File: src/rtl/isa_pkg.sv
`default_nettype none

package isa_pkg;

    localparam int xlen       = 32;
    localparam int reg_addr_w = 5;
    localparam int opcode_w   = 6;
    localparam int imm_w      = 11;

    typedef enum logic [opcode_w-1:0] {
        op_nop  = 6'd0,
        op_add  = 6'd1,
        op_sub  = 6'd2,
        op_and  = 6'd3,
        op_or   = 6'd4,
        op_xor  = 6'd5,
        op_addi = 6'd6,
        op_mul  = 6'd7
    } opcode_e;

    // raw instruction word, opcode in the top bits
    typedef struct packed {
        logic [opcode_w-1:0]   opcode;
        logic [reg_addr_w-1:0] rd;
        logic [reg_addr_w-1:0] rj;
        logic [reg_addr_w-1:0] rk;
        logic [imm_w-1:0]      imm;
    } instr_t;

    // any code outside the enum is illegal
    function automatic logic is_legal_op(logic [opcode_w-1:0] code);
        return code inside {op_nop, op_add, op_sub, op_and, op_or, op_xor, op_addi, op_mul};
    endfunction

    // ops that unit 1 can run
    function automatic logic is_alu_op(opcode_e op);
        return op inside {op_add, op_sub, op_and, op_or, op_xor, op_addi};
    endfunction

endpackage

`default_nettype wire

File: src/rtl/pipe_pkg.sv
`default_nettype none

package pipe_pkg;

    // cycles from multiply issue to its write-back, counting the issue cycle
    localparam int mul_latency = 3;
    localparam int mul_cnt_w   = $clog2(mul_latency);

    typedef enum logic [1:0] {
        exc_none    = 2'd0,
        exc_illegal = 2'd1
    } exc_e;

    // one decoded instruction as it sits in the issue buffer
    typedef struct packed {
        logic                           valid;
        isa_pkg::opcode_e               opcode;
        logic [isa_pkg::reg_addr_w-1:0] rd;
        logic [isa_pkg::reg_addr_w-1:0] rj;
        logic [isa_pkg::reg_addr_w-1:0] rk;
        logic [isa_pkg::xlen-1:0]       imm;
        logic [isa_pkg::xlen-1:0]       pc;
        exc_e                           exc;
    } issue_slot_t;

    // register write, also the write-back strobe
    typedef struct packed {
        logic                           valid;
        logic [isa_pkg::reg_addr_w-1:0] rd;
        logic [isa_pkg::xlen-1:0]       data;
    } wb_t;

endpackage

`default_nettype wire

File: src/rtl/alu_unit.sv
`default_nettype none

module alu_unit (
    input  wire isa_pkg::opcode_e          op,
    input  wire logic [isa_pkg::xlen-1:0]  a,
    input  wire logic [isa_pkg::xlen-1:0]  b,
    input  wire logic [isa_pkg::xlen-1:0]  imm,
    output logic [isa_pkg::xlen-1:0]       result
);

    import isa_pkg::*;

    always_comb begin
        case (op)
            op_add:  result = a + b;
            op_sub:  result = a - b;
            op_and:  result = a & b;
            op_or:   result = a | b;
            op_xor:  result = a ^ b;
            // imm arrives already extended
            op_addi: result = a + imm;
            default: result = '0;
        endcase
    end

endmodule

`default_nettype wire

File: src/rtl/exec_unit0.sv
`default_nettype none

module exec_unit0 (
    input  wire logic                      clk,
    input  wire logic                      rst_n,
    input  wire logic                      en,
    input  wire pipe_pkg::issue_slot_t     slot,
    input  wire logic [isa_pkg::xlen-1:0]  a,
    input  wire logic [isa_pkg::xlen-1:0]  b,
    output logic                           ready,
    output pipe_pkg::wb_t                  wb,
    output logic                           exc_valid,
    output logic [isa_pkg::xlen-1:0]       exc_pc,
    output pipe_pkg::exc_e                 exc_code
);

    import isa_pkg::*;
    import pipe_pkg::*;

    logic [xlen-1:0]       alu_result;
    logic [xlen-1:0]       mul_prod;
    logic [reg_addr_w-1:0] mul_rd;
    logic [mul_cnt_w-1:0]  mul_cnt;
    logic                  legal;
    logic                  start_mul;
    logic                  mul_done;

    alu_unit alu_inst (
        .op     (slot.opcode),
        .a      (a),
        .b      (b),
        .imm    (slot.imm),
        .result (alu_result)
    );

    assign legal     = (slot.exc == exc_none);
    assign start_mul = en && legal && (slot.opcode == op_mul);
    // last busy cycle
    assign mul_done  = (mul_cnt == mul_cnt_w'(1));

    // counts down the busy cycles after issue
    always_ff @(posedge clk) begin
        if (!rst_n) begin
            mul_cnt <= '0;
        end else if (start_mul) begin
            mul_cnt <= mul_cnt_w'(mul_latency - 1);
        end else if (mul_cnt != '0) begin
            mul_cnt <= mul_cnt - 1'b1;
        end
    end

    // product kept until write-back, low word only
    always_ff @(posedge clk) begin
        if (start_mul) begin
            mul_prod <= a * b;
            mul_rd   <= slot.rd;
        end
    end

    assign ready = (mul_cnt == '0);

    always_comb begin
        if (mul_done) begin
            wb.valid = 1'b1;
            wb.rd    = mul_rd;
            wb.data  = mul_prod;
        end else begin
            // no write for nops and exceptions
            wb.valid = en && legal && is_alu_op(slot.opcode);
            wb.rd    = slot.rd;
            wb.data  = alu_result;
        end
    end

    assign exc_valid = en && !legal;
    assign exc_pc    = slot.pc;
    assign exc_code  = slot.exc;

endmodule

`default_nettype wire

File: src/rtl/inst_decoder.sv
`default_nettype none

module inst_decoder (
    input  wire isa_pkg::instr_t           instr0,
    input  wire isa_pkg::instr_t           instr1,
    input  wire logic [isa_pkg::xlen-1:0]  pc0,
    input  wire logic [isa_pkg::xlen-1:0]  pc1,
    input  wire logic                      valid0,
    input  wire logic                      valid1,
    output pipe_pkg::issue_slot_t          slot0,
    output pipe_pkg::issue_slot_t          slot1
);

    import isa_pkg::*;
    import pipe_pkg::*;

    issue_slot_t dec0;
    issue_slot_t dec1;

    function automatic issue_slot_t decode(instr_t instr, logic [xlen-1:0] pc, logic valid);
        issue_slot_t s;
        logic        legal;

        legal    = is_legal_op(instr.opcode);
        s.valid  = valid;
        // illegal codes travel as nop with the exception attached
        s.opcode = legal ? opcode_e'(instr.opcode) : op_nop;
        s.rd     = instr.rd;
        s.rj     = instr.rj;
        s.rk     = instr.rk;
        if (s.opcode == op_addi) begin
            s.imm = {{(xlen - imm_w){instr.imm[imm_w-1]}}, instr.imm};
        end else begin
            s.imm = {{(xlen - imm_w){1'b0}}, instr.imm};
        end
        s.pc  = pc;
        s.exc = legal ? exc_none : exc_illegal;
        return s;
    endfunction

    assign dec0 = decode(instr0, pc0, valid0);
    assign dec1 = decode(instr1, pc1, valid1);

    // word 1 moves up over a bubble in word 0
    assign slot0 = valid0 ? dec0 : dec1;
    // slot 1 always carries word 1, so a moved word shows up in both slots
    assign slot1 = dec1;

endmodule

`default_nettype wire

File: src/rtl/issue_core.sv
`default_nettype none

module issue_core (
    input  wire logic                      clk,
    input  wire logic                      rst_n,
    input  wire logic                      flush,
    input  wire isa_pkg::instr_t           fetch_instr0,
    input  wire isa_pkg::instr_t           fetch_instr1,
    input  wire logic [isa_pkg::xlen-1:0]  fetch_pc0,
    input  wire logic [isa_pkg::xlen-1:0]  fetch_pc1,
    input  wire logic                      fetch_valid0,
    input  wire logic                      fetch_valid1,
    output logic [1:0]                     num_read,
    output pipe_pkg::wb_t                  wb0,
    output pipe_pkg::wb_t                  wb1,
    output logic                           exc_valid,
    output logic [isa_pkg::xlen-1:0]       exc_pc,
    output pipe_pkg::exc_e                 exc_code
);

    import isa_pkg::*;
    import pipe_pkg::*;

    issue_slot_t     dec_slot0;
    issue_slot_t     dec_slot1;
    issue_slot_t     eu0_slot;
    issue_slot_t     eu1_slot;
    logic            eu0_en;
    logic            eu1_en;
    logic            eu0_ready;
    logic            eu1_ready;
    logic [xlen-1:0] eu0_a;
    logic [xlen-1:0] eu0_b;
    logic [xlen-1:0] eu1_a;
    logic [xlen-1:0] eu1_b;
    logic [xlen-1:0] eu1_result;

    inst_decoder decoder_inst (
        .instr0 (fetch_instr0),
        .instr1 (fetch_instr1),
        .pc0    (fetch_pc0),
        .pc1    (fetch_pc1),
        .valid0 (fetch_valid0),
        .valid1 (fetch_valid1),
        .slot0  (dec_slot0),
        .slot1  (dec_slot1)
    );

    issue_ctrl issue_inst (
        .clk       (clk),
        .rst_n     (rst_n),
        .flush     (flush),
        .slot0     (dec_slot0),
        .slot1     (dec_slot1),
        .eu0_ready (eu0_ready),
        .eu1_ready (eu1_ready),
        .num_read  (num_read),
        .eu0_en    (eu0_en),
        .eu1_en    (eu1_en),
        .eu0_slot  (eu0_slot),
        .eu1_slot  (eu1_slot)
    );

    // operands read straight from the buffer entries
    reg_file rf_inst (
        .clk   (clk),
        .rst_n (rst_n),
        .ra0   (eu0_slot.rj),
        .ra1   (eu0_slot.rk),
        .ra2   (eu1_slot.rj),
        .ra3   (eu1_slot.rk),
        .wr0   (wb0),
        .wr1   (wb1),
        .rd0   (eu0_a),
        .rd1   (eu0_b),
        .rd2   (eu1_a),
        .rd3   (eu1_b)
    );

    exec_unit0 eu0_inst (
        .clk       (clk),
        .rst_n     (rst_n),
        .en        (eu0_en),
        .slot      (eu0_slot),
        .a         (eu0_a),
        .b         (eu0_b),
        .ready     (eu0_ready),
        .wb        (wb0),
        .exc_valid (exc_valid),
        .exc_pc    (exc_pc),
        .exc_code  (exc_code)
    );

    // unit 1 is a bare ALU with no state
    alu_unit eu1_inst (
        .op     (eu1_slot.opcode),
        .a      (eu1_a),
        .b      (eu1_b),
        .imm    (eu1_slot.imm),
        .result (eu1_result)
    );

    assign eu1_ready = 1'b1;
    assign wb1       = '{valid: eu1_en, rd: eu1_slot.rd, data: eu1_result};

endmodule

`default_nettype wire

File: src/rtl/issue_ctrl.sv
`default_nettype none

module issue_ctrl (
    input  wire logic                   clk,
    input  wire logic                   rst_n,
    input  wire logic                   flush,
    input  wire pipe_pkg::issue_slot_t  slot0,
    input  wire pipe_pkg::issue_slot_t  slot1,
    input  wire logic                   eu0_ready,
    input  wire logic                   eu1_ready,
    output logic [1:0]                  num_read,
    output logic                        eu0_en,
    output logic                        eu1_en,
    output pipe_pkg::issue_slot_t       eu0_slot,
    output pipe_pkg::issue_slot_t       eu1_slot
);

    import isa_pkg::*;
    import pipe_pkg::*;

    issue_slot_t entry0;
    issue_slot_t entry1;
    logic [1:0]  fill;
    logic [1:0]  fill_left;
    logic        issue0;
    logic        issue1;
    logic        raw_hazard;
    logic        slot1_dup;
    logic        word0_live;
    logic        take_second;

    // entry 1 reads what entry 0 writes in the same cycle
    assign raw_hazard = (entry0.rd != '0)
                        && ((entry0.rd == entry1.rj) || (entry0.rd == entry1.rk));

    assign issue0 = eu0_ready && (fill != 2'd0) && entry0.valid;

    // a multiply in entry 0 writes back later, so nothing younger may go beside it
    assign issue1 = issue0 && eu1_ready && (fill == 2'd2) && entry1.valid
                    && is_alu_op(entry1.opcode) && (entry0.opcode != op_mul)
                    && !raw_hazard;

    assign eu0_en   = issue0;
    assign eu1_en   = issue1;
    assign eu0_slot = entry0;
    assign eu1_slot = entry1;

    always_comb begin
        case ({issue1, issue0})
            2'b01:   fill_left = fill - 2'd1;
            2'b11:   fill_left = fill - 2'd2;
            default: fill_left = fill;
        endcase
    end

    always_comb begin
        case (fill_left)
            2'd2:    num_read = 2'b00;
            2'd1:    num_read = 2'b01;
            default: num_read = 2'b11;
        endcase
    end

    // equal slots mean the decoder moved word 1 over a bubble in word 0
    assign slot1_dup   = slot1.valid && (slot0 == slot1);
    assign word0_live  = slot0.valid && !slot1_dup;
    assign take_second = slot1.valid && !slot1_dup;

    always_ff @(posedge clk) begin
        if (!rst_n || flush) begin
            fill <= 2'd0;
        end else begin
            case (fill_left)
                2'd0:    fill <= {1'b0, slot0.valid} + {1'b0, take_second};
                2'd1:    fill <= word0_live ? 2'd2 : 2'd1;
                default: fill <= fill_left;
            endcase
        end
    end

    always_ff @(posedge clk) begin
        case (fill_left)
            2'd0: begin
                entry0 <= slot0;
                entry1 <= slot1;
            end
            2'd1: begin
                // the survivor moves to the head
                if (issue0) begin
                    entry0 <= entry1;
                end
                // only word 0 is consumed here
                entry1 <= slot0;
            end
            default: begin
                entry0 <= entry0;
                entry1 <= entry1;
            end
        endcase
    end

endmodule

`default_nettype wire

File: src/rtl/reg_file.sv
`default_nettype none

module reg_file (
    input  wire logic                          clk,
    input  wire logic                          rst_n,
    input  wire logic [isa_pkg::reg_addr_w-1:0] ra0,
    input  wire logic [isa_pkg::reg_addr_w-1:0] ra1,
    input  wire logic [isa_pkg::reg_addr_w-1:0] ra2,
    input  wire logic [isa_pkg::reg_addr_w-1:0] ra3,
    input  wire pipe_pkg::wb_t                 wr0,
    input  wire pipe_pkg::wb_t                 wr1,
    output logic [isa_pkg::xlen-1:0]           rd0,
    output logic [isa_pkg::xlen-1:0]           rd1,
    output logic [isa_pkg::xlen-1:0]           rd2,
    output logic [isa_pkg::xlen-1:0]           rd3
);

    import isa_pkg::*;

    logic [xlen-1:0] regs [2**reg_addr_w];

    always_ff @(posedge clk) begin
        if (!rst_n) begin
            for (int i = 0; i < 2**reg_addr_w; i++) begin
                regs[i] <= '0;
            end
        end else begin
            // register zero is never written
            if (wr0.valid && (wr0.rd != '0)) begin
                regs[wr0.rd] <= wr0.data;
            end
            // port 1 comes last, the younger write wins
            if (wr1.valid && (wr1.rd != '0)) begin
                regs[wr1.rd] <= wr1.data;
            end
        end
    end

    assign rd0 = regs[ra0];
    assign rd1 = regs[ra1];
    assign rd2 = regs[ra2];
    assign rd3 = regs[ra3];

endmodule

`default_nettype wire

File: config.mk
export PLATFORM = sky130hd
export DESIGN_NAME = issue_core
export DESIGN_NICKNAME = d
export VERILOG_FILES = /design/src/rtl/isa_pkg.sv /design/src/rtl/pipe_pkg.sv /design/src/rtl/alu_unit.sv /design/src/rtl/exec_unit0.sv /design/src/rtl/inst_decoder.sv /design/src/rtl/issue_core.sv /design/src/rtl/issue_ctrl.sv /design/src/rtl/reg_file.sv
export SDC_FILE = /design/constraint.sdc
export NUM_CORES = 2
export LEC_CHECK = 0
export BUFFER_PORTS_ARGS = -buffer_cell sky130_fd_sc_hd__buf_4
export CAP_MARGIN = 20
export CORE_MARGIN = 2
export CORE_UTILIZATION = 40
export CTS_BUF_LIST = sky130_fd_sc_hd__clkbuf_2 sky130_fd_sc_hd__clkbuf_4 sky130_fd_sc_hd__clkbuf_8
export DETAILED_ROUTE_END_ITERATION = 8
export PLACE_DENSITY = 0.56
export SLEW_MARGIN = 40
export SYNTH_ARGS = -nofsm -noshare
export SYNTH_HDL_FRONTEND = slang
export SYNTH_SLANG_ARGS = --single-unit
File: constraint.sdc
create_clock -name clk -period 9.5 [get_ports clk]
set_input_delay 0.475 -clock clk [delete_from_list [all_inputs] [get_ports clk]]
set_output_delay 0.475 -clock clk [all_outputs]
set_load 0.01 [all_outputs]
==> reports/results.tsv <==
metric	value	unit
max frequency	105	MHz
worst path arrival time	9.05	ns
crit path setup slack, layout	-0.0216	ns
CP max FO	7	
final-layout fill cell count	24700	
Placed Area	0.120	sq mm
Critical Path End	wb1[31]	
Worst Hold Depth	2	
drt total wl	648	mm
Async S/R FF share, synth	0	%
Post-DRT Antenna Nets	0	
Clock Tree Buf Depth	4	
Worst Skew	0.158	ns
total CTS buffers	230	
Syn Std Cell Area	0.109	sq mm
die area	0.276	sq mm
Total GRT Usage	45.6	%
Final min period	9.52	ns
Final Wtd Congestion	1.11	
vias per cell	7.31	
largest net degree at the start of global routing	121	
routed via count	104000	
I/O pin count	246	
post-route clock period utilization	100	%
Setup crit end kind	output pin	
Yosys reg bits	1219	
CTS H-Tree Depth	4	
end of the worst register-to-register path	eu0_inst.mul_prod[31]	
worst setup path category	reg2out	
Top FF cell, synth	edfxtp_1	
EDFF count, synth	1195	
Congestion Overflow GR	0	
DRC violations left	5	
Die Height	525	um
failing checks	design-rule violations, negative setup slack	
Rows	191	
most frequent cells in the layout	edfxtp_1 (1195), o21ai_0 (1029), mux4_2 (1026), buf_4 (1001), nand2_1 (890)	
Worst Setup Start Kind	flip-flop	
Mapped Avg Cell Area	11.0	sq um
max_cap viols	0	
CP Data Required Time	9.03	ns
fin. max-slew vios	0	
clock root buffer	clkbuf_8	
reg2reg path depth	34	
CTS Sinks	1219	
Post-Syn Instances	9844	
core area	0.271	sq mm
number of global-route vias before repair	97900	
Die Span X	525	um
hold crit path type	in2reg	
RSZ-0062 raised after global routing	false	
Distinct cells, synth	94	
Initial Util	40.2	%
run status	finished with violations	
R2R setup slack	0.21	ns
Port-buffer cells	244	
Final Hold Fails	0	
relative slew slack	31.0	%
clk_lat worst skew	1.16	ns
placed wire-length estimate	432	mm
Syn-to-layout area delta	17.9	%
first-pass GRT wire length	858	mm
Syn. warnings	0	
Final nets	11300	
most common cell after layout, fill and taps aside	edfxtp_1	
layout cells sized above 1	27.9	%
DRT Pass-1 Iters	9	
clock-pin slew on the worst setup and hold paths	0.06	ns
post-DR wirelength/cell	45.3	um
TritonCTS clock tree	done	
register area share after synthesis	33.5	%
final setup vio count	1	
fin area	0.128	sq mm
pre-CTS WS	-0.0166	ns
Worst-Margin Slew	1.03	ns
Initial DRC Count	19000	
initial antenna violation count	63	
## critical path, cell delays in order, from the launching register on
cell       delay [ns]
dfxtp_4          0.40
buf_12           0.18
mux4_2           0.53
mux4_2           0.55
mux2i_1          0.37
ha_1             0.39
a32oi_1          0.54
o21ai_0          0.32
ha_1             0.37
a211o_1          0.29
a2111oi_2        0.81
buf_4            0.28
o211ai_1         0.24
o211a_1          0.30
a31oi_2          0.42
nand3_1          0.14
a31oi_1          0.22
buf_4            0.19
o21ai_0          0.13
a21o_1           0.23
xnor3_1          0.35
a21oi_2          0.20
buf_12           0.16
inv_1            0.05
buf_4            0.15
buf_4            0.16
## through the flow
stage | cells | setup TNS (ns) | utilization, % | hold WS (ns)
after floorplan | 9879 | 0 | - | 0.448
after global placement | 13500 | -0.107 | 44.3 | 0.461
after detailed placement | 13600 | -0.0166 | 44.5 | 0.470
after CTS | 14200 | 0 | 46.9 | 0.0154
after global routing | 14200 | 0 | 47.3 | 0.0737
final | 14300 | -0.0216 | 47.3 | 0.0586
## metal layers
| metal | GRT usage (%) | vias up | share of wire [%] |
|---|---|---|---|
| met5 | 0.502 | - | 0.057 |
| li1 | - | 38400 | - |
| met3 | 20.8 | 3177 | 16 |
| met4 | 39.8 | 28 | 11 |
| met2 | 63.6 | 11000 | 41 |
| met1 | 52.6 | 51900 | 33 |
## registers in the layout (all words and copies together) (netlist names), named ones only
name                 count
eu0_inst.mul_cnt         2
eu0_inst.mul_prod       32
eu0_inst.mul_rd          5
issue_inst.eu0_slot     67
issue_inst.eu1_slot     67
issue_inst.fill          2
rf_inst.regs          1024
## kinds of logic (layout without fill, tap and decap cells)
logic type,count (synthesis),after routing,synth area share [%]
simple gates,2534,2534,10.4
mux,1562,1562,26.4
flops,1219,1219,33.5
compound gates,1918,1918,10.7
xor+xnor,196,196,1.60
buf+inv,1684,2468,6.28
other cells,1,97,0.00345
fa+ha+maj,730,730,11.2
## worst min-delay path by stage
stage | from | endpoint | slack [ns]
2_1_floorplan | issue_inst.eu0_slot[75] | flip-flop | 0.45
3_3_place_gp | issue_inst.eu0_slot[73] | flip-flop | 0.46
3_5_place_dp | issue_inst.eu0_slot[73] | flip-flop | 0.47
4_1_cts | fetch_instr0[8] | issue_inst.eu0_slot[42] | 0.02
5_1_grt | rst_n | rf_inst.regs[19][3] | 0.07
6_report | rst_n | rf_inst.regs[19][3] | 0.06
## what timing repair did
action                                  CTS  global route
cloned                                    1             4
endpoints found under the setup margin   19            24
buffers inserted                         11            42
gates resized for setup                   8            52
hold endpoints to repair                135             0
pin swaps                                 2            10
hold buffers                            190             0
## cell usage after synthesis (47+ instances only)
master    number  area, sq um
o32ai_1       47          412
mux2_2       130         1460
mux4_2      1026        23100
nand2_1      922         3460
edfxtp_1    1195        35900
mux2i_1      404         4040
buf_2        109          546
buf_1         98          368
ha_1         320         4000
xnor2_1      160         1400
inv_1        655         2460
buf_4         61          458
nand3_1      750         3750
nor3_1        82          410
clkbuf_1     711         2670
o22ai_1      113          707
fa_1         410         8210
a22oi_1      141         1060
nor2_1       558         2090
a21o_1        53          398
a21oi_1      156          781
o21ai_0     1038         5190
## area by class of cell
type | count | area, sq um | share of cell area [%]
multi-input combinational | 6976 | 67400 | 52.6
sequential | 1219 | 36400 | 28.4
timing repair buffer | 1360 | 12600 | 9.82
tap | 3570 | 4470 | 3.49
clock buffer | 293 | 3670 | 2.86
inverter | 687 | 2590 | 2.02
clock inverter | 128 | 833 | 0.651
antenna | 61 | 153 | 0.119
Power is not shown: default switching activity piles up to over one toggle a cycle in this logic, so the estimate is an artifact.
